### config.mk
export PLATFORM = sky130hd
export DESIGN_NAME = hazard_unit
export DESIGN_NICKNAME = d
export VERILOG_FILES = /design/src/source/cpu_pkg.sv /design/src/source/hazard_unit.sv
export SDC_FILE = /design/constraint.sdc
export NUM_CORES = 1
export LEC_CHECK = 0
export ABC_AREA = 1
export BUFFER_PORTS_ARGS = -buffer_cell sky130_fd_sc_hd__buf_2
export CELL_PAD_IN_SITES_DETAIL_PLACEMENT = 1
export CELL_PAD_IN_SITES_GLOBAL_PLACEMENT = 1
export CORE_UTILIZATION = 22
export DETAILED_ROUTE_END_ITERATION = 10
export GPL_ROUTABILITY_DRIVEN = 1
export MAX_ROUTING_LAYER = met4
export PLACE_DENSITY_LB_ADDON = 0.1
export REMOVE_ABC_BUFFERS = 1
export SETUP_SLACK_MARGIN = 0.5
export SLEW_MARGIN = 20
export SYNTH_ARGS = -nofsm -noshare
export SYNTH_HDL_FRONTEND = slang
export SYNTH_SLANG_ARGS = --single-unit
### constraint.sdc
create_clock -name vclk -period 0.8
set_input_delay 0.12 -clock vclk [all_inputs]
set_output_delay 0.12 -clock vclk [all_outputs]
set_load 0.005 [all_outputs]
### src/source/cpu_pkg.sv
package cpu_pkg;

	// ====================
	// Widths
	// ====================

	// Data, PC and instruction word
	typedef logic [15:0] word_t;
	// Register file index
	typedef logic [3:0]  reg_idx_t;
	// Opcode field, bits 15:12
	typedef logic [3:0]  op_t;
	// Branch condition, bits 11:9
	typedef logic [2:0]  cond_t;
	// Flags, N in bit 2, V in bit 1, Z in bit 0
	typedef logic [2:0]  nvz_t;
	// Word index into instruction or data memory
	typedef logic [7:0]  mem_addr_t;

	// ====================
	// Encodings
	// ====================

	localparam op_t OP_ADD = 4'h0;
	localparam op_t OP_SUB = 4'h1;
	localparam op_t OP_XOR = 4'h2;
	localparam op_t OP_LW  = 4'h8;
	localparam op_t OP_SW  = 4'h9;
	localparam op_t OP_LLB = 4'hA;
	localparam op_t OP_LHB = 4'hB;
	localparam op_t OP_B   = 4'hC;
	localparam op_t OP_HLT = 4'hF;

	// Condition codes
	localparam cond_t COND_NE = 3'b000;
	localparam cond_t COND_EQ = 3'b001;
	localparam cond_t COND_GT = 3'b010;
	localparam cond_t COND_LT = 3'b011;
	localparam cond_t COND_AL = 3'b111;

	// Both memories hold 256 words
	localparam int MEM_WORDS = 256;
	// Halt as written in a program
	localparam word_t HLT_WORD = 16'hF000;

endpackage

### src/source/hazard_unit.sv
module hazard_unit import cpu_pkg::*; (
	input  reg_idx_t         src1,
	input  reg_idx_t         src2,
	input  logic             dx_valid,
	input  logic             dx_mem_rd,
	input  reg_idx_t         dx_dest,
	input  reg_idx_t         dx_src1,
	input  reg_idx_t         dx_src2,
	input  logic             xm_valid,
	input  logic             xm_reg_we,
	input  logic             xm_mem_rd,
	input  reg_idx_t         xm_dest,
	input  reg_idx_t         xm_src2,
	input  logic             wb_en,
	input  reg_idx_t         wb_dest,
	output logic             stall,
	output logic       [1:0] fwd_a_sel,
	output logic       [1:0] fwd_b_sel,
	output logic             fwd_st
);

	logic load_in_ex;
	logic xm_fwd_ok;

	// Load in execute feeding decode costs one bubble
	assign load_in_ex = dx_valid && dx_mem_rd;
	assign stall      = load_in_ex && (dx_dest == src1 || dx_dest == src2);

	// ALU result in memory stage, load data is not ready there
	assign xm_fwd_ok = xm_valid && xm_reg_we && !xm_mem_rd;

	// Select 01 from memory stage, 10 from writeback, 00 register value
	always_comb begin
		fwd_a_sel = 2'b00;
		if (xm_fwd_ok && xm_dest == dx_src1) begin
			fwd_a_sel = 2'b01;
		end else if (wb_en && wb_dest == dx_src1) begin
			fwd_a_sel = 2'b10;
		end
	end

	always_comb begin
		fwd_b_sel = 2'b00;
		if (xm_fwd_ok && xm_dest == dx_src2) begin
			fwd_b_sel = 2'b01;
		end else if (wb_en && wb_dest == dx_src2) begin
			fwd_b_sel = 2'b10;
		end
	end

	// Store data from writeback, covers a load right before a store
	assign fwd_st = xm_valid && wb_en && (wb_dest == xm_src2);

endmodule

==> flow_metrics.py <==
metrics = {
    "grt": {
        "grt_pass1_wl_mm": 2.57,
        "antenna_found_initial": 0,
        "grt_pass1_vias": 653,
        "grt_max_degree": 6,
        "overflow": 0,
        "grt.total_usage_pct": 15.8,
    },
    "route": {
        "antenna_left": 0,
        "dr_total_vias": 773,
        "wire_per_inst_um": 11.7,
        "vias_per_cell": 4.42,
        "drtIter0Drc": 2,
        "drtPass1Iterations": 4,
        "post-route-drc-count": 0,
        "drt_wl_total_mm": 2.05,
    },
    "floorplan": {
        "dieArea_um2": 2300,
        "die_w_um": 47.9,
        "start_util_pct": 23.4,
        "die_h_um": 47.9,
        "core_um2": 1980,
        "num_rows": 16,
        "io_pins": 44,
    },
    "worst_hold_path": {
        "hp-class": "input pin to output pin",
        "holdPathEnd": "stall",
        "whs_path_depth": 4,
        "holdCritStartpoint": "dx_mem_rd",
    },
    "sta": {
        "max_freq_mhz": 1050,
        "period_share_pct": 120,
        "min_period_ns": 0.956,
        "finalHoldViolCount": 0,
        "rsz0062_at_grt": "yes",
        "worst_pin_slew_ns": 0.147,
        "layout_setup_ws_ns": -0.156,
        "slew_violations": 0,
        "hold_slack_ns": 0.530,
        "setup_viol": 6,
        "max_slew_margin_pct": 90.1,
    },
    "critical_path": {
        "cp_max_fo": 3,
        "crit_required_ns": 0.68,
        "worst_ep_arrival_time_ns": 0.84,
        "cp-start-kind": "input pin",
        "crit_type": "input pin to output pin",
        "cp-end-kind": "output pin",
    },
    "final_layout": {
        "antenna_cells": 0,
        "n_clock_buffer": 0,
        "seq_cell_count": 0,
        "drive_gt1_share_pct": 63.5,
        "fin_nets": 188,
        "synthToLayoutAreaGrowth_pct": 131,
        "seq_area_um2": 0,
    },
    "synthesis": {
        "netlist_area_um2": 464,
        "seq_area_frac_synth_pct": 0,
        "avgSynthCellArea_um2": 4.51,
        "yosysUniqueCellTypes": 14,
        "syn_inst": 103,
        "synthTopCellsByArea": "nand2_1 36%, inv_1 17%, xnor2_1 17%",
        "yosys_warnings": 0,
        "synth_area_leader_cell": "nand2_1",
        "yosysTopAreaCellShare_pct": 35.6,
    },
    "placed_design": {
        "dp_hpwl_mm": 1.49,
        "port_buffers": 44,
        "gp_congestion": 0.754,
    },
    "run": {
        "drv_cap": 0,
    },
    "power": {
        "switching_share_pct": 44.2,
        "seqPwrFrac_pct": 0,
        "power_density_nw_per_um2": 503,
        "power.switching_uw": 238,
        "pwr-share-clk_pct": 0,
        "vdd_drop_max_mv": 0.226,
        "leakage_uw": 0.000587,
        "p_int_uw": 301,
        "power.total_uw": 539,
        "combinationalPowerShare_pct": 100.0,
    },
    "clocking": {
        "holdBufCountCts": 0,
    },
    "run_status": {
        "status": "finished with violations",
        "violations": "setup timing",
    },
}
[power by group through the flow]
stage | combinational (uW) | clock (uW) | sequential [uW]
6_report | 539 | 0 | 0
5_1_grt | 588 | 0 | 0
4_1_cts | 387 | 0 | 0
3_5_place_dp | 324 | 0 | 0
3_3_place_gp | 312 | 0 | 0
2_1_floorplan | 158 | 0 | 0
[stage by stage]
| step | TNS (ns) | instance area (um2) | util [%] | setup WS, ns | std cells |
|---|---|---|---|---|---|
| after floorplan | 0 | 464 | - | 0.132 | 103 |
| after global placement | -0.587 | 718 | 36.2 | -0.131 | 174 |
| after detailed placement | -0.698 | 718 | 36.2 | -0.169 | 174 |
| after CTS | -0.555 | 828 | 41.8 | -0.134 | 174 |
| after global routing | -0.852 | 1070 | 54.1 | -0.233 | 175 |
| final | -0.514 | 1070 | 54.1 | -0.156 | 175 |
[placed cells by master, fill, tap and decap left out, drive strengths merged]
cell,instances
nand4,3
inv,22
or2,1
o21ai,2
xnor2,9
a21oi,2
a21boi,1
nand2,44
nor2,14
nand3,3
buf,45
xor2,1
o221ai,1
[area by class of cell]
type / instances / area [um2]
multi-input cells: 81 / 542
fillers: 264 / 910
well taps: 27 / 33.8
inverters: 22 / 95.1
repair buffers: 45 / 402
[synthesized netlist by cell type, drive strengths merged]
master   n
xor2     1
o21ai    2
xnor2    9
nor2    14
a21boi   1
a21oi    2
nand2   44
or2      1
o221ai   1
nand4    3
nand3    3
inv     22
[logic make-up after synthesis]
logic type      count (synthesis)  synth area share [%]
buf+inv                        22                  17.8
xor+xnor                       10                  18.9
compound gates                  6                  7.82
simple gates                   65                  55.5
[per-layer routing]
metal  global-route usage, %  part of all wire, %  wire length [um]
met5                       -                    0                 0
met1                    20.3                   40               810
met2                    28.9                   57              1160
met3                   0.377                  3.6                74
met4                       0                    0                 0
[worst max path at each step]
stage	from	to	slack [ns]	cells past startpoint
6_report	dx_src2[1]	fwd_b_sel[1]	-0.16	8
5_1_grt	wb_dest[1]	fwd_b_sel[1]	-0.23	8
4_1_cts	xm_dest[1]	fwd_a_sel[1]	-0.13	6
3_5_place_dp	dx_src1[1]	fwd_a_sel[1]	-0.17	6
3_3_place_gp	dx_src1[1]	fwd_a_sel[1]	-0.13	6
2_1_floorplan	xm_valid	fwd_a_sel[1]	0.13	5
[what timing repair did]
item | CTS | global route
setup endpoints to repair | 6 | 6
pin swaps | 20 | 33
resized for setup | 31 | 71
cloned | 0 | 0
setup buffers | 0 | 1
[critical path, stage by stage]
cell and delay, ns:
buf_8 0.09, inv_2 0.03, nand2_2 0.06, nand2_2 0.06
nor2_2 0.10, nand4_1 0.09, nor2_1 0.16, buf_2 0.13
Note: power is estimated with default switching activity, not from simulation.
