==> src/source/cpu_pkg.sv <==
package cpu_pkg;

	// ====================
	// Widths
	// ====================

	// Data, PC and instruction word
	typedef logic [15:0] word_t;
	// Register file index
	typedef logic [3:0]  reg_idx_t;
	// Opcode field, bits 15:12
	typedef logic [3:0]  op_t;
	// Branch condition, bits 11:9
	typedef logic [2:0]  cond_t;
	// Flags, N in bit 2, V in bit 1, Z in bit 0
	typedef logic [2:0]  nvz_t;
	// Word index into instruction or data memory
	typedef logic [7:0]  mem_addr_t;

	// ====================
	// Encodings
	// ====================

	localparam op_t OP_ADD = 4'h0;
	localparam op_t OP_SUB = 4'h1;
	localparam op_t OP_XOR = 4'h2;
	localparam op_t OP_LW  = 4'h8;
	localparam op_t OP_SW  = 4'h9;
	localparam op_t OP_LLB = 4'hA;
	localparam op_t OP_LHB = 4'hB;
	localparam op_t OP_B   = 4'hC;
	localparam op_t OP_HLT = 4'hF;

	// Condition codes
	localparam cond_t COND_NE = 3'b000;
	localparam cond_t COND_EQ = 3'b001;
	localparam cond_t COND_GT = 3'b010;
	localparam cond_t COND_LT = 3'b011;
	localparam cond_t COND_AL = 3'b111;

	// Both memories hold 256 words
	localparam int MEM_WORDS = 256;
	// Halt as written in a program
	localparam word_t HLT_WORD = 16'hF000;

endpackage

==> src/source/fetch_stage.sv <==
module fetch_stage import cpu_pkg::*; (
	input  logic      clk,
	input  logic      arst_n,
	input  logic      stall,
	input  logic      branch_taken,
	input  word_t     branch_target,
	input  logic      imem_we,
	input  mem_addr_t imem_addr,
	input  word_t     imem_wdata,
	output logic      fd_valid,
	output word_t     fd_instr,
	output word_t     fd_pc,
	output word_t     fd_pc_next
);

	word_t     pc_q;
	word_t     pc_d;
	word_t     pc_plus2;
	word_t     imem_rd;
	mem_addr_t fetch_idx;
	logic      fetch_hlt;

	// Instruction memory, word addressed
	word_t imem [MEM_WORDS];

	// Load port, driven while the core is held in reset
	always_ff @(posedge clk) begin
		if (imem_we) begin
			imem[imem_addr] <= imem_wdata;
		end
	end

	// Byte PC to word index, read is combinational
	assign fetch_idx = pc_q[8:1];
	assign imem_rd   = imem[fetch_idx];
	assign pc_plus2  = pc_q + 16'd2;
	// HLT in fetch freezes the PC
	assign fetch_hlt = (imem_rd[15:12] == OP_HLT);

	// Next PC, a taken branch wins over stall and halt
	always_comb begin
		if (branch_taken) begin
			pc_d = branch_target;
		end else if (stall || fetch_hlt) begin
			pc_d = pc_q;
		end else begin
			pc_d = pc_plus2;
		end
	end

	always_ff @(posedge clk or negedge arst_n) begin
		if (!arst_n) begin
			pc_q <= '0;
		end else begin
			pc_q <= pc_d;
		end
	end

	// ====================
	// Fetch/decode register
	// ====================

	// Flush clears valid, stall holds it
	always_ff @(posedge clk or negedge arst_n) begin
		if (!arst_n) begin
			fd_valid <= 1'b0;
		end else if (branch_taken) begin
			fd_valid <= 1'b0;
		end else if (!stall) begin
			fd_valid <= 1'b1;
		end
	end

	always_ff @(posedge clk) begin
		if (!stall) begin
			fd_instr   <= imem_rd;
			fd_pc      <= pc_q;
			fd_pc_next <= pc_plus2;
		end
	end

endmodule

==> config.mk <==
export PLATFORM = sky130hd
export DESIGN_NAME = fetch_stage
export DESIGN_NICKNAME = d
export VERILOG_FILES = /design/src/source/cpu_pkg.sv /design/src/source/fetch_stage.sv
export SDC_FILE = /design/constraint.sdc
export NUM_CORES = 2
export LEC_CHECK = 0
export ABC_CLOCK_PERIOD_IN_PS = 3400
export BUFFER_PORTS_ARGS = -buffer_cell sky130_fd_sc_hd__buf_2
export CORE_AREA = 2 2 569 571
export CTS_BUF_LIST = sky130_fd_sc_hd__clkbuf_4 sky130_fd_sc_hd__clkbuf_8 sky130_fd_sc_hd__clkbuf_16
export DETAILED_ROUTE_END_ITERATION = 10
export DIE_AREA = 0 0 571 573
export PLACE_DENSITY = 0.77
export SETUP_SLACK_MARGIN = 0.2
export SYNTH_ARGS = -nofsm -noshare
export SYNTH_HDL_FRONTEND = slang
export SYNTH_SLANG_ARGS = --single-unit
export TNS_END_PERCENT = 20
==> constraint.sdc <==
create_clock -name clk -period 3.4 [get_ports clk]
set_input_delay 0.17 -clock clk [delete_from_list [all_inputs] [get_ports clk]]
set_output_delay 0.17 -clock clk [all_outputs]
set_load 0.02 [all_outputs]
==> reports/metrics.csv <==
metric,value,unit
"Async S/R FF share, synth",0.409,%
max cap viols,0,
leading area contributor after synthesis,edfxtp_1,
vias,81600,
Die Area,0.327,mm^2
violated checks,negative setup slack,
Core ar.,0.320,mm^2
Clock Latency Late Sink,0.95,ns
final setup vio count,31,
crit path capture,pc_q[3],
final worst slack,-0.685,ns
crit-path cells,buf_12 -> buf_12 -> buf_16 -> bufbuf_16 -> buf_4 -> mux4_2 -> nand2_1 -> nand3_2 -> a21oi_4 -> buf_4 -> a221oi_2 -> a31oi_4 -> buf_6 -> buf_12 -> o41ai_4 -> buf_4 -> or3_1 -> a31oi_1,
overall power,116000,uW
# DRC,0,
"Slew Viols, Final",0,
mean area per synthesized cell,23.9,um^2
first-pass GRT wire length,631000,um
Crit Path Category,flip-flop to flip-flop,
net count after synthesis,6744,
Root Buffer,clkbuf_16,
clock sink total,4160,
power per cell area,626,mW/mm^2
FF-to-FF End,pc_q[3],
Synth top area share,77.8,%
CP startpoint kind,flip-flop,
Initial DRT Pass Iterations,8,
hold path depth,1,
RD Place Congestion,0.912,
buffers plus inverters on the worst setup path,9,
CP Max Fanout,10,
die width,571,um
total grt overflow,0,
mapped cell area,0.160,mm^2
CTS tree,done,
area grow syn2layout,16.4,%
fmax,245,MHz
final net count,7683,
DPL Wire Length,247000,um
dpl cells,11400,
measured slew at the worst slew-check pin,1.38,ns
R2R Setup Slk,-0.69,ns
nature of the critical path endpoint,flip-flop,
clock slew at reported path FFs,0.07,ns
Crit path depth,18,
synth warn,0,
Post-synth EDFFs,4143,
Synth cell types,58,
Crit. Startpoint,pc_q[1],
"Seq/Total Area, Yosys",78.1,%
final clock skew,0.0643,ns
critical path's largest stage delay,0.51,ns
GRT Util Overall,27.3,%
Slew headroom,7.93,%
TritonCTS buffer count,397,
effective utilization at floorplan,49.9,%
slowest cell on the critical path,dfrtp_4,
Required @ worst endpoint,4.23,ns
DRT iter0 DRCs,14200,
"CP delay by family, top",buffers and inverters,
R2R depth,18,
count of final hold-check violations,0,
DR vias/cell,6.64,
status,finished with violations,
Hold Path Class,input pin to flip-flop,
Final Cycle Share,120,%
Synth Register Bits,4160,
die height,573,um
Finished Core Util,58.0,%
vias in the first global route,82600,
cell area after layout,0.186,mm^2
Routed Wire Length,449000,um
Port Buffer Count,93,
RSZ-0062 raised after global routing,yes,
fraction of layout cells with a size suffix above 1,36.6,%
site row count,208,
top post-synthesis cells by area,"edfxtp_1, mux4_2, mux2i_1, nor2_1, clkbuf_1",
DP Area,0.171,mm^2
drt wl/cell,36.6,um
"commonest non-fill, non-tap cells in the layout","edfxtp_1, mux4_2, buf_4",
CTS HTree Levels,5,
antenna-violating nets left,0,
initial antenna violation count,29,
largest net degree at the start of global routing,162,
"commonest non-fill, non-tap cell in the layout",edfxtp_1,
Clock Path Buffers,4,
IO Count,94,
min cycle time layout,4.09,ns
worst IR drop on VDD,0.620,mV
Post-Layout Cell Count,12300,
Synth Instances,6698,
WP data arrival,4.91,ns
Synth Flop Type,edfxtp_1,
Pleak,0.0589,uW
# fillers,21100,
Critical R2R Launch,pc_q[1],
flip-flops by register name, indices dropped and copies added, names as in the netlist:
name        count
fd_instr       16
fd_pc          16
fd_pc_next     15
fd_valid        1
imem         4096
pc_q           16
final cells by class:
cell class                 instances  area [um^2]  share of cell area (%)
multi-input combinational       2146        33800                    18.2
timing repair buffer             918         8880                    4.77
clock inverter                   232         2150                    1.16
antenna                           18         45.0                  0.0242
clock buffer                     493        10800                    5.79
tap                             4305         5390                    2.90
sequential                      4160       125000                    67.1
inverter                          14         67.6                  0.0363
cells by family after synthesis:
logic type	after synthesis	share of synthesized area (%)
mux	1377	18.2
fa+ha+maj	1	0.00783
buf+inv	394	1.25
simple gates	518	1.41
xor+xnor	14	0.0767
compound gates	234	0.958
flops	4160	78.1
per-layer routing:
metal  part of all wire [%]  global-route usage, %  vias to the layer above
li1                       -                      -                    30700
met1                     32                   35.2                    42600
met2                     49                   43.7                     6989
met3                     13                   6.62                     1346
met4                    6.0                   13.6                       14
met5                  0.022                      0                        -
timing repair:
item | CTS | global route
endpoints found under the hold margin | 620 | 0
cloned | 12 | 1
hold buffers | 39 | 0
resized for setup | 186 | 58
setup endpoints to repair | 33 | 33
buffers inserted | 50 | 7
pin swaps | 42 | 24
synthesized netlist by cell type (7+ instances only):
master and number:
a211oi_1 19, a21oi_1 37, a221oi_1 14, a22oi_1 37
a31oi_1 25, and2_1 15, and3_1 8, buf_1 50
buf_2 93, buf_4 46, buf_6 25, clkbuf_1 163
dfrtp_1 17, edfxtp_1 4143, inv_1 9, mux2_2 37
mux2i_1 121, mux4_2 1219, nand2_1 90, nand2b_1 9
nand3_1 36, nand4_1 11, nor2_1 283, nor2b_1 17
nor3_1 15, nor4_1 7, o21ai_0 32, o21ai_1 22
o22ai_1 19, or3_1 14, xnor2_1 7, xor2_1 7
worst reg2reg max path, delay by kind of cell, from the launching register on:
kind	cells	cell delay, ns
multiplexers	1	0.43
flip-flops	1	0.51
AND/OR/NAND/NOR	3	0.56
buffers and inverters	9	1.57
AO/OA/AOI/OAI	5	0.95
through the flow:
| step | hold WS, ns | worst slack, ns | setup TNS (ns) |
|---|---|---|---|
| 2_1_floorplan | -0.126 | -0.0726 | -0.665 |
| 3_3_place_gp | 0.130 | -1.01 | -22.58 |
| 3_5_place_dp | 0.133 | -1.01 | -23.32 |
| 4_1_cts | 0.00321 | -0.535 | -11.99 |
| 5_1_grt | 0.0293 | -0.724 | -15.97 |
| 6_report | 0.0147 | -0.685 | -15.05 |
worst min-delay path by stage:
stage / endpoint / startpoint
2_1_floorplan: fd_valid / arst_n
3_3_place_gp: pc_q[0] / arst_n
3_5_place_dp: pc_q[0] / arst_n
4_1_cts: imem[206][9] / imem_addr[3]
5_1_grt: imem[22][4] / imem_wdata[4]
6_report: imem[119][9] / imem_wdata[9]
power by group:
| part | switching [uW] | leakage [uW] | total, uW | internal, uW |
|---|---|---|---|---|
| combinational | 8240 | 0.0150 | 15200 | 6920 |
| sequential | 232 | 0.0375 | 56900 | 56600 |
| clock | 19300 | 0.00646 | 44400 | 25100 |
| total | 27800 | 0.0589 | 116000 | 88600 |
No activity file was read; power rests on OpenSTA's default activity.
