File: src/source/cpu_pkg.sv
package cpu_pkg;

	// ====================
	// Widths
	// ====================

	// Data, PC and instruction word
	typedef logic [15:0] word_t;
	// Register file index
	typedef logic [3:0]  reg_idx_t;
	// Opcode field, bits 15:12
	typedef logic [3:0]  op_t;
	// Branch condition, bits 11:9
	typedef logic [2:0]  cond_t;
	// Flags, N in bit 2, V in bit 1, Z in bit 0
	typedef logic [2:0]  nvz_t;
	// Word index into instruction or data memory
	typedef logic [7:0]  mem_addr_t;

	// ====================
	// Encodings
	// ====================

	localparam op_t OP_ADD = 4'h0;
	localparam op_t OP_SUB = 4'h1;
	localparam op_t OP_XOR = 4'h2;
	localparam op_t OP_LW  = 4'h8;
	localparam op_t OP_SW  = 4'h9;
	localparam op_t OP_LLB = 4'hA;
	localparam op_t OP_LHB = 4'hB;
	localparam op_t OP_B   = 4'hC;
	localparam op_t OP_HLT = 4'hF;

	// Condition codes
	localparam cond_t COND_NE = 3'b000;
	localparam cond_t COND_EQ = 3'b001;
	localparam cond_t COND_GT = 3'b010;
	localparam cond_t COND_LT = 3'b011;
	localparam cond_t COND_AL = 3'b111;

	// Both memories hold 256 words
	localparam int MEM_WORDS = 256;
	// Halt as written in a program
	localparam word_t HLT_WORD = 16'hF000;

endpackage

File: src/source/execute_stage.sv
module execute_stage import cpu_pkg::*; (
	input  logic       clk,
	input  logic       arst_n,
	input  logic       dx_valid,
	input  logic       dx_reg_we,
	input  logic       dx_mem_rd,
	input  logic       dx_mem_wr,
	input  logic       dx_branch,
	input  logic       dx_load_byte,
	input  logic       dx_halt,
	input  reg_idx_t   dx_src2,
	input  reg_idx_t   dx_dest,
	input  word_t      dx_a,
	input  word_t      dx_b,
	input  word_t      dx_imm,
	input  word_t      dx_instr,
	input  word_t      dx_pc,
	input  word_t      dx_pc_next,
	input  logic [1:0] fwd_a_sel,
	input  logic [1:0] fwd_b_sel,
	input  word_t      wb_data,
	output logic       branch_taken,
	output word_t      branch_target,
	output logic       xm_valid,
	output logic       xm_reg_we,
	output logic       xm_mem_rd,
	output logic       xm_mem_wr,
	output logic       xm_halt,
	output reg_idx_t   xm_dest,
	output reg_idx_t   xm_src2,
	output word_t      xm_result,
	output word_t      xm_store,
	output word_t      xm_pc
);

	word_t a_fwd;
	word_t b_fwd;
	word_t op_a;
	word_t op_b;
	word_t alu_res;
	op_t   ex_op;
	op_t   alu_op;
	logic  use_imm;
	logic  add_ovf;
	logic  sub_ovf;
	logic  res_zero;
	nvz_t  flags;
	cond_t cond;
	logic  cond_met;

	// ====================
	// Operand forwarding
	// ====================

	always_comb begin
		case (fwd_a_sel)
			2'b01:   a_fwd = xm_result;
			2'b10:   a_fwd = wb_data;
			default: a_fwd = dx_a;
		endcase
	end

	always_comb begin
		case (fwd_b_sel)
			2'b01:   b_fwd = xm_result;
			2'b10:   b_fwd = wb_data;
			default: b_fwd = dx_b;
		endcase
	end

	assign ex_op   = dx_instr[15:12];
	assign use_imm = dx_mem_rd || dx_mem_wr || dx_load_byte;

	// Word-align addresses, clear the byte that LLB/LHB replaces
	always_comb begin
		if (dx_mem_rd || dx_mem_wr) begin
			op_a = a_fwd & 16'hFFFE;
		end else if (dx_load_byte) begin
			op_a = (ex_op == OP_LHB) ? (a_fwd & 16'h00FF) : (a_fwd & 16'hFF00);
		end else begin
			op_a = a_fwd;
		end
	end

	assign op_b   = use_imm ? dx_imm : b_fwd;
	// Address and byte loads are plain adds
	assign alu_op = use_imm ? OP_ADD : ex_op;

	// ALU, wrapping two's complement
	always_comb begin
		case (alu_op)
			OP_SUB:  alu_res = op_a - op_b;
			OP_XOR:  alu_res = op_a ^ op_b;
			default: alu_res = op_a + op_b;
		endcase
	end

	// Signed overflow when the sign flips against the operands
	assign add_ovf  = (op_a[15] == op_b[15]) && (alu_res[15] != op_a[15]);
	assign sub_ovf  = (op_a[15] != op_b[15]) && (alu_res[15] != op_a[15]);
	assign res_zero = (alu_res == 16'h0000);

	// Flag register, XOR only touches Z
	always_ff @(posedge clk or negedge arst_n) begin
		if (!arst_n) begin
			flags <= '0;
		end else if (dx_valid) begin
			case (ex_op)
				OP_ADD:  flags <= {alu_res[15], add_ovf, res_zero};
				OP_SUB:  flags <= {alu_res[15], sub_ovf, res_zero};
				OP_XOR:  flags[0] <= res_zero;
				default: flags <= flags;
			endcase
		end
	end

	// ====================
	// Branch resolve
	// ====================

	assign cond = dx_instr[11:9];

	always_comb begin
		case (cond)
			COND_NE: cond_met = !flags[0];
			COND_EQ: cond_met = flags[0];
			COND_GT: cond_met = !flags[0] && !flags[2];
			COND_LT: cond_met = flags[2];
			COND_AL: cond_met = 1'b1;
			default: cond_met = 1'b0;
		endcase
	end

	assign branch_taken  = dx_valid && dx_branch && cond_met;
	// PC+2 plus the word offset
	assign branch_target = dx_pc_next + dx_imm;

	always_ff @(posedge clk or negedge arst_n) begin
		if (!arst_n) begin
			xm_valid  <= 1'b0;
			xm_reg_we <= 1'b0;
			xm_mem_rd <= 1'b0;
			xm_mem_wr <= 1'b0;
			xm_halt   <= 1'b0;
		end else begin
			xm_valid  <= dx_valid;
			xm_reg_we <= dx_valid && dx_reg_we;
			xm_mem_rd <= dx_valid && dx_mem_rd;
			xm_mem_wr <= dx_valid && dx_mem_wr;
			xm_halt   <= dx_valid && dx_halt;
		end
	end

	always_ff @(posedge clk) begin
		xm_dest   <= dx_dest;
		xm_src2   <= dx_src2;
		xm_result <= alu_res;
		xm_store  <= b_fwd;
		xm_pc     <= dx_pc;
	end

endmodule

File: config.mk
export PLATFORM = sky130hd
export DESIGN_NAME = execute_stage
export DESIGN_NICKNAME = d
export VERILOG_FILES = /design/src/source/cpu_pkg.sv /design/src/source/execute_stage.sv
export SDC_FILE = /design/constraint.sdc
export NUM_CORES = 1
export LEC_CHECK = 0
export ABC_AREA = 1
export BUFFER_PORTS_ARGS = -buffer_cell sky130_fd_sc_hd__buf_2
export CORE_ASPECT_RATIO = 0.7
export CORE_UTILIZATION = 41
export CTS_BUF_LIST = sky130_fd_sc_hd__clkbuf_8 sky130_fd_sc_hd__clkbuf_16
export DETAILED_ROUTE_END_ITERATION = 16
export PLACE_DENSITY = 0.73
export SKIP_CTS_REPAIR_TIMING = 1
export SLEW_MARGIN = 40
export SYNTH_ARGS = -nofsm -noshare
export SYNTH_HDL_FRONTEND = slang
export SYNTH_SLANG_ARGS = --single-unit
File: constraint.sdc
create_clock -name clk -period 2.75 [get_ports clk]
set_input_delay 0.55 -clock clk [delete_from_list [all_inputs] [get_ports clk]]
set_output_delay 0.55 -clock clk [all_outputs]
set_load 0.01 [all_outputs]
==> results.cfg <==
[sta]
tightest_slew_ns = 0.4102
finalClockSkew_ns = 0.007951
rsz0062_at_grt = yes
max_freq_ghz = 0.2862
fin_ws_ns = -0.7444
setup_violations = 21
hold_ws_ns = 0.03553
period_share = 1.271
hold_viol = 0
slew_violations = 0
relSlewSlack = 0.7195
final.min_clock_period_ns = 3.494

[global_routing]
antenna_found_initial = 0
grt_max_degree = 16
track_usage = 0.3078
grt_pass1_wl_um = 29730
grt.overflow.total = 0
grt_pass1_vias = 6071

[clocking]
root_buffer = clkbuf_16
clk_path_buf_depth = 2
cts.clk_slew.worst_paths_ns = 0.06
numCtsBuffers = 9
h-tree-depth = 3
cts_tree = done
cts.sinks = 63
worstSkewPairLatency_ns = 0.35

[logic_synthesis]
synth-main-ff-cell = dfxtp_1
yosysMostFrequentCell = nand2_1
ys_ff_latch = 63
netlist_instances = 776
synth_edf_count = 0
synth_area_um2 = 4981
ys_warn_count = 0
yosysUniqueCellTypes = 46
synth_top_area_frac = 0.2251
synth_commonest_cells = nand2_1 (264), inv_1 (86), nand3_1 (81), dfxtp_1 (56), nor2_1 (45)
ys_top_cells_by_area = dfxtp_1 (23%), nand2_1 (20%), ha_1 (9.5%)
synth_top_cell_by_area = dfxtp_1
synth_nets = 949
synthArstFlopShare = 0.1111
synth_seq_area_share = 0.2602
syn_avg_cell_area_um2 = 6.419

[die]
die_w_um = 133.7
start_util = 0.4233
dieArea_um2 = 12600
die_y_um = 94.22
ios = 211
fp.coreArea_um2 = 11770
num_rows = 33

[critical_path]
max_stage_delay_ns = 0.34
path_max_fanout = 9
reg2regPathDepth = 22
path_class = in2reg
critical_path_arrival_ns = 3.78
required_ns = 3.03
cp_common_cell = nand2_1
slowest_stage = ha_1
r2r_start = xm_result[0]
rrSetupSlack_ns = -0.37
end_kind = flop
worst_setup_path_start_kind = primary input
r2r_end = flags[0]

[cells_and_area]
nNetsFinal = 1315
regArea_um2 = 1296
drive_gt1_frac = 0.4830
fillers = 946
area_growth_pct = 68.50
stdcell_count = 1305
multi_input_area_um2 = 3816

[routing]
routed-via-count = 6787
drc = 0
drt_iter0_markers = 616
drt-pass1-iter-count = 5
finalWirelength_um = 20890
vias_per_cell = 5.201
antenna_left = 0
routedWlPerCell_um = 16.01

[pwr]
power_density_nw_per_um2 = 592.8
finalPower_mw = 4.975
p_sw_mw = 1.958
ir_worst_vdd_mv = 0.3727
switching_share = 0.3936
combPwrFrac = 0.523
p_clk_frac = 0.236
p_int_mw = 3.017
p_leak_nw = 4.606
pwr-share-seq = 0.241

[placed_design]
io_buffer_count = 201
dp.cells = 1272
finalWeightedCongestion = 0.9845
place_ws_ns = -1.208
dp_hpwl_um = 15810

[flow_run]
drv_cap = 0

[outcome]
status = finished, violations left
violations = negative setup slack

[hold_path]
hp-class = in2async
[power by group through the flow]
| stage | clock [mW] | sequential, mW | combinational [mW] |
|---|---|---|---|
| after floorplan | 0 | 1.27 | 1.06 |
| after global placement | 0 | 1.21 | 2.22 |
| after detailed placement | 0 | 1.21 | 2.23 |
| after CTS | 1.18 | 1.19 | 2.26 |
| after global routing | 1.23 | 1.20 | 2.83 |
| final | 1.17 | 1.20 | 2.60 |
[layout make-up]
type	count	share of cell area
multi-input combinational	599	0.4547
timing repair buffer	372	0.2847
sequential	63	0.1544
inverter	96	0.04621
clock buffer	9	0.02683
tap	157	0.02340
clock inverter	7	0.008646
timing repair inverter	1	0.0007454
antenna	1	0.0002982
[logic make-up after synthesis]
kind of cell	Yosys count	share of synthesized area
adder cells (fa/ha/maj)	40	0.1035
XOR/XNOR	33	0.05803
AO/OA/AOI/OAI	89	0.1020
buffers and inverters	114	0.09470
AND/OR/NAND/NOR	437	0.3816
flip-flops	63	0.2602
[through the flow]
step	TNS [ns]	utilization	instance area (µm²)
floorplan	-4.231	-	5174
global placement	-13.75	0.6315	7431
detailed placement	-14.23	0.6315	7431
CTS	-8.607	0.6568	7729
global route	-9.001	0.7130	8391
finish	-5.990	0.7132	8393
[sequential cells by signal, indices dropped and copies added (netlist names)]
| signal | count |
|---|---|
| xm_pc | 16 |
| xm_dest | 4 |
| xm_src2 | 4 |
| xm_result | 16 |
| xm_mem_wr | 1 |
| xm_reg_we | 1 |
| flags | 2 |
| xm_halt | 1 |
| xm_store | 16 |
| xm_mem_rd | 1 |
| xm_valid | 1 |
[cell usage in the layout, fill, tap and decap left out, types with 21 or more instances in the layout]
master	netlist	final
nor2_1	45	34
buf_2	11	197
nand3_2	1	21
nand2_1	264	226
nand3_1	81	61
inv_1	86	75
buf_4	0	160
dfxtp_1	56	56
nand2_2	11	46
xor2_1	25	23
a21oi_1	35	25
ha_1	38	26
[worst max-delay path by stage]
stage | from | endpoint | cells after the start
floorplan | fwd_b_sel[1] | flags[0] | 28
global placement | fwd_b_sel[1] | flags[0] | 26
detailed placement | fwd_b_sel[1] | flags[0] | 26
CTS | fwd_b_sel[1] | flags[0] | 26
global route | fwd_b_sel[0] | flags[0] | 25
finish | fwd_b_sel[0] | flags[0] | 25
[critical path: cells and delay by family]
| kind | cells | cell delay [ns] |
|---|---|---|
| and+or+nand+nor | 14 | 1.43 |
| buffers and inverters | 5 | 0.67 |
| adders and majority gates | 2 | 0.54 |
| AOI/OAI and AO/OA | 3 | 0.44 |
| xor gates and xnor gates | 1 | 0.15 |
[routing by layer]
| metal | up-vias | part of all wire | global-route usage | wire length, µm |
|---|---|---|---|---|
| met2 | 434 | 0.46 | 0.5294 | 9713 |
| li1 | 3223 | - | - | - |
| met4 | 0 | 0.030 | 0.07576 | 629 |
| met5 | - | 0 | 0 | 0 |
| met1 | 3063 | 0.40 | 0.3926 | 8418 |
| met3 | 67 | 0.10 | 0.06203 | 2131 |
(Power assumes the default switching activity.)
