### config.mk
export PLATFORM = sky130hd
export DESIGN_NAME = decode_stage
export DESIGN_NICKNAME = d
export VERILOG_FILES = /design/src/source/cpu_pkg.sv /design/src/source/decode_stage.sv
export SDC_FILE = /design/constraint.sdc
export NUM_CORES = 1
export LEC_CHECK = 0
export BUFFER_PORTS_ARGS = -buffer_cell sky130_fd_sc_hd__buf_2
export CAP_MARGIN = 0
export CORE_MARGIN = 5
export CORE_UTILIZATION = 45
export CTS_CLUSTER_SIZE = 16
export DETAILED_ROUTE_END_ITERATION = 10
export PLACE_DENSITY = 0.64
export SLEW_MARGIN = 20
export SYNTH_ARGS = -nofsm -noshare
export SYNTH_HDL_FRONTEND = slang
export SYNTH_SLANG_ARGS = --single-unit
### constraint.sdc
create_clock -name clk -period 2.9 [get_ports clk]
set_input_delay 0.435 -clock clk [delete_from_list [all_inputs] [get_ports clk]]
set_output_delay 0.435 -clock clk [all_outputs]
set_load 0.1 [all_outputs]
### src/source/cpu_pkg.sv
package cpu_pkg;

	// ====================
	// Widths
	// ====================

	// Data, PC and instruction word
	typedef logic [15:0] word_t;
	// Register file index
	typedef logic [3:0]  reg_idx_t;
	// Opcode field, bits 15:12
	typedef logic [3:0]  op_t;
	// Branch condition, bits 11:9
	typedef logic [2:0]  cond_t;
	// Flags, N in bit 2, V in bit 1, Z in bit 0
	typedef logic [2:0]  nvz_t;
	// Word index into instruction or data memory
	typedef logic [7:0]  mem_addr_t;

	// ====================
	// Encodings
	// ====================

	localparam op_t OP_ADD = 4'h0;
	localparam op_t OP_SUB = 4'h1;
	localparam op_t OP_XOR = 4'h2;
	localparam op_t OP_LW  = 4'h8;
	localparam op_t OP_SW  = 4'h9;
	localparam op_t OP_LLB = 4'hA;
	localparam op_t OP_LHB = 4'hB;
	localparam op_t OP_B   = 4'hC;
	localparam op_t OP_HLT = 4'hF;

	// Condition codes
	localparam cond_t COND_NE = 3'b000;
	localparam cond_t COND_EQ = 3'b001;
	localparam cond_t COND_GT = 3'b010;
	localparam cond_t COND_LT = 3'b011;
	localparam cond_t COND_AL = 3'b111;

	// Both memories hold 256 words
	localparam int MEM_WORDS = 256;
	// Halt as written in a program
	localparam word_t HLT_WORD = 16'hF000;

endpackage

### src/source/decode_stage.sv
module decode_stage import cpu_pkg::*; (
	input  logic     clk,
	input  logic     arst_n,
	input  logic     fd_valid,
	input  word_t    fd_instr,
	input  word_t    fd_pc,
	input  word_t    fd_pc_next,
	input  logic     stall,
	input  logic     branch_taken,
	input  logic     wb_en,
	input  reg_idx_t wb_dest,
	input  word_t    wb_data,
	input  reg_idx_t dbg_sel,
	output word_t    dbg_data,
	output reg_idx_t src1,
	output reg_idx_t src2,
	output logic     dx_valid,
	output logic     dx_reg_we,
	output logic     dx_mem_rd,
	output logic     dx_mem_wr,
	output logic     dx_branch,
	output logic     dx_load_byte,
	output logic     dx_halt,
	output reg_idx_t dx_src1,
	output reg_idx_t dx_src2,
	output reg_idx_t dx_dest,
	output word_t    dx_a,
	output word_t    dx_b,
	output word_t    dx_imm,
	output word_t    dx_instr,
	output word_t    dx_pc,
	output word_t    dx_pc_next
);

	op_t      op;
	reg_idx_t rs_idx;
	reg_idx_t rt_idx;
	reg_idx_t rd_idx;
	logic     reg_we;
	logic     mem_rd;
	logic     mem_wr;
	logic     is_branch;
	logic     load_byte;
	logic     is_hlt;
	logic     issue;
	word_t    imm;
	word_t    rd1;
	word_t    rd2;

	// Sixteen general registers
	word_t rf [16];

	assign op     = fd_instr[15:12];
	assign rd_idx = fd_instr[11:8];

	// ====================
	// Control decode
	// ====================

	always_comb begin
		reg_we    = 1'b0;
		mem_rd    = 1'b0;
		mem_wr    = 1'b0;
		is_branch = 1'b0;
		load_byte = 1'b0;
		is_hlt    = 1'b0;
		case (op)
			OP_ADD, OP_SUB, OP_XOR: reg_we = 1'b1;
			OP_LW: begin
				reg_we = 1'b1;
				mem_rd = 1'b1;
			end
			OP_SW: mem_wr = 1'b1;
			OP_LLB, OP_LHB: begin
				reg_we    = 1'b1;
				load_byte = 1'b1;
			end
			OP_B:   is_branch = 1'b1;
			OP_HLT: is_hlt = 1'b1;
			// Unused opcodes fall through as no-ops
			default: reg_we = 1'b0;
		endcase
	end

	// LLB/LHB read rd to keep the other byte
	assign rs_idx = load_byte ? fd_instr[11:8] : fd_instr[7:4];
	// Store data sits in the rt slot at bits 11:8
	assign rt_idx = (mem_rd || mem_wr) ? fd_instr[11:8] : fd_instr[3:0];

	// Sources for the load-use check
	assign src1 = rs_idx;
	// Store data skips the check, memory stage forwards it
	assign src2 = (mem_rd || mem_wr || load_byte) ? rs_idx : rt_idx;

	// Immediate build
	always_comb begin
		if (mem_rd || mem_wr) begin
			// Offset in words, so shift left one
			imm = {{11{fd_instr[3]}}, fd_instr[3:0], 1'b0};
		end else if (load_byte) begin
			imm = (op == OP_LHB) ? {fd_instr[7:0], 8'h00} : {8'h00, fd_instr[7:0]};
		end else if (is_branch) begin
			imm = {{6{fd_instr[8]}}, fd_instr[8:0], 1'b0};
		end else begin
			imm = '0;
		end
	end

	// ====================
	// Register file
	// ====================

	always_ff @(posedge clk or negedge arst_n) begin
		if (!arst_n) begin
			for (int i = 0; i < 16; i++) begin
				rf[i] <= '0;
			end
		end else if (wb_en) begin
			rf[wb_dest] <= wb_data;
		end
	end

	// Write-through from writeback in the same cycle
	assign rd1 = (wb_en && wb_dest == rs_idx) ? wb_data : rf[rs_idx];
	assign rd2 = (wb_en && wb_dest == rt_idx) ? wb_data : rf[rt_idx];

	// Inspection port
	assign dbg_data = rf[dbg_sel];

	// Bubble on stall or flush
	assign issue = fd_valid && !stall && !branch_taken;

	always_ff @(posedge clk or negedge arst_n) begin
		if (!arst_n) begin
			dx_valid     <= 1'b0;
			dx_reg_we    <= 1'b0;
			dx_mem_rd    <= 1'b0;
			dx_mem_wr    <= 1'b0;
			dx_branch    <= 1'b0;
			dx_load_byte <= 1'b0;
			dx_halt      <= 1'b0;
		end else begin
			dx_valid     <= issue;
			dx_reg_we    <= issue && reg_we;
			dx_mem_rd    <= issue && mem_rd;
			dx_mem_wr    <= issue && mem_wr;
			dx_branch    <= issue && is_branch;
			dx_load_byte <= issue && load_byte;
			dx_halt      <= issue && is_hlt;
		end
	end

	always_ff @(posedge clk) begin
		dx_src1    <= rs_idx;
		dx_src2    <= rt_idx;
		dx_dest    <= rd_idx;
		dx_a       <= rd1;
		dx_b       <= rd2;
		dx_imm     <= imm;
		dx_instr   <= fd_instr;
		dx_pc      <= fd_pc;
		dx_pc_next <= fd_pc_next;
	end

endmodule

==> metrics.md <==
| Metric | Value |
|---|---|
| Status | finished, final reports clean |
| Multi-input combinational cell area | 10200 sq um |
| Largest family of logic cells by synthesized area | multiplexers |
| CTS tree | built |
| Hold Crit Class | input port to register |
| Endpoints failing setup | 0 |
| # diodes | 0 |
| CTS Buf Count | 43 |
| Storage element area | 8660 sq um |
| Measured slew at the worst slew-check pin | 1.10 ns |
| Vias | 16600 |
| Data required time of the worst path | 2.47 ns |
| CTS sink count | 367 |
| Synth Area in Compound Gates | 0.115 |
| R2r setup slk | 1.22 ns |
| CP Buf/Inv Count | 1 |
| Max-Cap Viols | 0 |
| Clk slew on worst S/H paths | 0.06 ns |
| Sequential area share after synthesis | 0.443 |
| DIE AREA | 47700 sq um |
| Site Rows | 76 |
| Post-layout instance count excluding filler cells | 2581 |
| Worst setup path category | register to primary output |
| Worst stage delay on the critical path | 0.56 ns |
| Worst path slowest cell | mux4_2 |
| RR Endpoint | dx_a[14] |
| Most common flop cell mapped by yosys | dfrtp_1 |
| First-pass GRT wire length | 103000 microns |
| Adder-Cell Fraction of Synth Area | 0 |
| Htree depth | 2 |
| Pwr/cell area | 784 nW/um^2 |
| Post-synth EDFFs | 0 |
| Syn_area_per_cell | 11.4 sq um |
| Reg-to-reg startpoint | rf[62] |
| Nets@finish | 2040 |
| Worst slack at placement | -0.0984 ns |
| Post-DP HPWL | 43100 microns |
| Pins Over Slew Limit | 0 |
| # IOs | 217 |
| Slew HR | 0.251 |
| Leading cell type in the layout, fill and taps excluded | dfrtp_1 |
| Clk Latency, worst-skew pair | 0.57 ns |
| Final-report hold violation count | 0 |
| Core area | 43100 sq um |
| Crit path from | rf[13] |
| XOR/XNOR Fraction of Synth Area | 0.00224 |
| Cells along the critical path | mux4_2, mux4_2, buf_2 |
| Placed Instances | 2469 |
| Synth Register Bits | 367 |
| GP Congestion | 0.917 |
| CP Launch Type | register |
| Die X | 218 microns |
| PortBufs | 216 |
| CTS root buf | clkbuf_16 |
| Gr usage total | 0.284 |
| Fin crit share | 0.972 |
| Ys async rst share | 0.717 |
| Post-Synthesis Cells | 1717 |
| Critical path's top delay family | multiplexers |
| Post-Route WL | 69100 microns |
| Mux cell area share after synthesis | 0.314 |
| Post-route ant nets | 0 |
| Kind of end point of the critical path | primary output |
| Netlist area before placement | 19600 sq um |
| Yosys warnings | 0 |
| Worst setup margin | 0.0801 ns |
| Final design utilization | 0.555 |
| Initial antenna violation count | 1 |
| DRC Markers | 0 |
| GRT overflow | 0 |
| Worst setup path end | dbg_data[13] |
| Cell mode on critical path | mux4_2 |
| Worst vdd ir | 0.471 mV |
| Largest net degree at the start of global routing | 84 |
| Tmin final | 2.82 ns |
| Yosys cell types | 55 |
| DR WL/cell | 26.8 microns |
| Worst Skew | 0.0110 ns |
| Drt pass-1 iters | 6 |
| Die span in y | 218 microns |
| Commonest non-fill, non-tap cells in the layout | dfrtp_1 (263), mux2_2 (252), buf_2 (208), nand2_1 (199), a21oi_1 (123) |
| Post-synthesis net count | 1795 |
| CTS Buffer Depth | 3 |
| Unrepaired setup endpoints after global routing | no |
| Post-CTS setup buffer count | 0 |
| Cts hold-fix bufs | 33 |
| Post-cts resize count | 0 |
| CP arrival | 2.38 ns |
| Pwr Total | 18.8 mW |
| Simple-Gate Fraction of Synth Area | 0.0871 |
| Critical path depth | 3 |
| Vias/cell | 6.41 |
| Initial Util | 0.454 |
| Leakage power figure | 10.2 nW |
| Fmax | 355 MHz |
| Share of cells above drive strength 1 | 0.391 |
| Initial DRC count | 2005 |
| Register-to-Register Path Depth | 4 |
| Via count of the first global-routing pass | 16400 |
| Area growth from synthesis to layout | 22.3% |
| Crit path max fanout | 5 |
| Fillers | 3585 |
==> synthesized netlist by cell type (2+ instances only) <==
cell type / number / area [sq um]
a31oi_1: 17 / 106
dfrtp_1: 263 / 6580
o21ai_0: 12 / 60.1
nor2b_1: 7 / 43.8
a22oi_1: 2 / 15.0
mux2i_4: 2 / 45.0
mux4_2: 98 / 2210
a21oi_1: 126 / 631
nand3b_1: 5 / 37.5
a22o_1: 7 / 61.3
nand2_1: 199 / 747
or3_1: 3 / 18.8
inv_2: 3 / 11.3
o221ai_1: 3 / 26.3
nand3_1: 10 / 50.1
buf_6: 6 / 67.6
buf_4: 11 / 82.6
clkbuf_1: 105 / 394
buf_2: 22 / 110
nor3b_1: 7 / 52.6
dfxtp_1: 104 / 2080
mux2_2: 252 / 2840
a211oi_2: 7 / 87.6
a221o_1: 4 / 40.0
nor3_1: 37 / 185
a311oi_1: 2 / 17.5
and2_1: 4 / 25.0
nor2_1: 67 / 251
nand2b_1: 20 / 125
xor2_1: 5 / 43.8
a211o_1: 2 / 17.5
a2111oi_0: 5 / 43.8
a221oi_1: 46 / 403
and3_1: 2 / 12.5
inv_1: 10 / 37.5
a211oi_1: 43 / 323
nor4_1: 16 / 100
mux2i_1: 105 / 1050
buf_1: 14 / 52.6
a32oi_1: 18 / 158
o22ai_1: 31 / 194
a32o_1: 2 / 20.0
==> flip-flops by register name, summed over array words and instances (netlist names), 4 cells and up <==
name        cells
dx_instr       16
dx_a           16
rf            256
dx_b           16
dx_src2         4
dx_src1         4
dx_imm         16
dx_pc          16
dx_pc_next     16
==> area by class of cell <==
class	instances	share of cell area
multi-input cells	1177	0.428
flip-flops and latches	367	0.362
repair buffers	359	0.112
clock buffers	62	0.0545
well taps	585	0.0306
clock inverters	17	0.0104
inverters	14	0.00230
==> stage by stage <==
stage                     area [sq um]  hold slack [ns]  TNS, ns
after global routing             23900           0.0239        0
final                            23900           0.0381        0
after CTS                        23900          0.00577        0
after global placement           22000            0.487    -1.61
after detailed placement         22000            0.495   -0.261
after floorplan                  19600            0.139   -0.371
==> cells by family after synthesis <==
| group | count (synthesis) |
|---|---|
| AND/OR/NAND/NOR | 384 |
| buffers and inverters | 173 |
| flip-flops | 367 |
| multiplexers | 457 |
| AO/OA/AOI/OAI | 331 |
| XOR/XNOR | 5 |
==> layer usage <==
layer / vias up / GRT usage / share of wire
li1: 6966 / - / -
met1: 8126 / 0.379 / 0.39
met2: 1198 / 0.432 / 0.44
met3: 259 / 0.0690 / 0.11
met4: 2 / 0.146 / 0.062
met5: - / 0 / 0.00019
==> worst min-delay path by stage <==
stage | from | endpoint | slack [ns] | cells past startpoint
6_report | fd_instr[4] | dx_instr[4] | 0.04 | 1
4_1_cts | fd_instr[4] | dx_instr[4] | 0.006 | 1
3_3_place_gp | arst_n | rf[99] | 0.49 | 1
5_1_grt | fd_instr[4] | dx_instr[4] | 0.02 | 1
2_1_floorplan | arst_n | dx_branch | 0.14 | 0
3_5_place_dp | arst_n | rf[99] | 0.50 | 1
==> where the power goes <==
part,internal [mW],switching (mW),total [mW]
Sequential,6.10,1.13,7.23
Combinational,2.12,3.51,5.63
Clock,3.67,2.23,5.91
Total,11.9,6.87,18.8
Power figures use the tool's default switching activity.
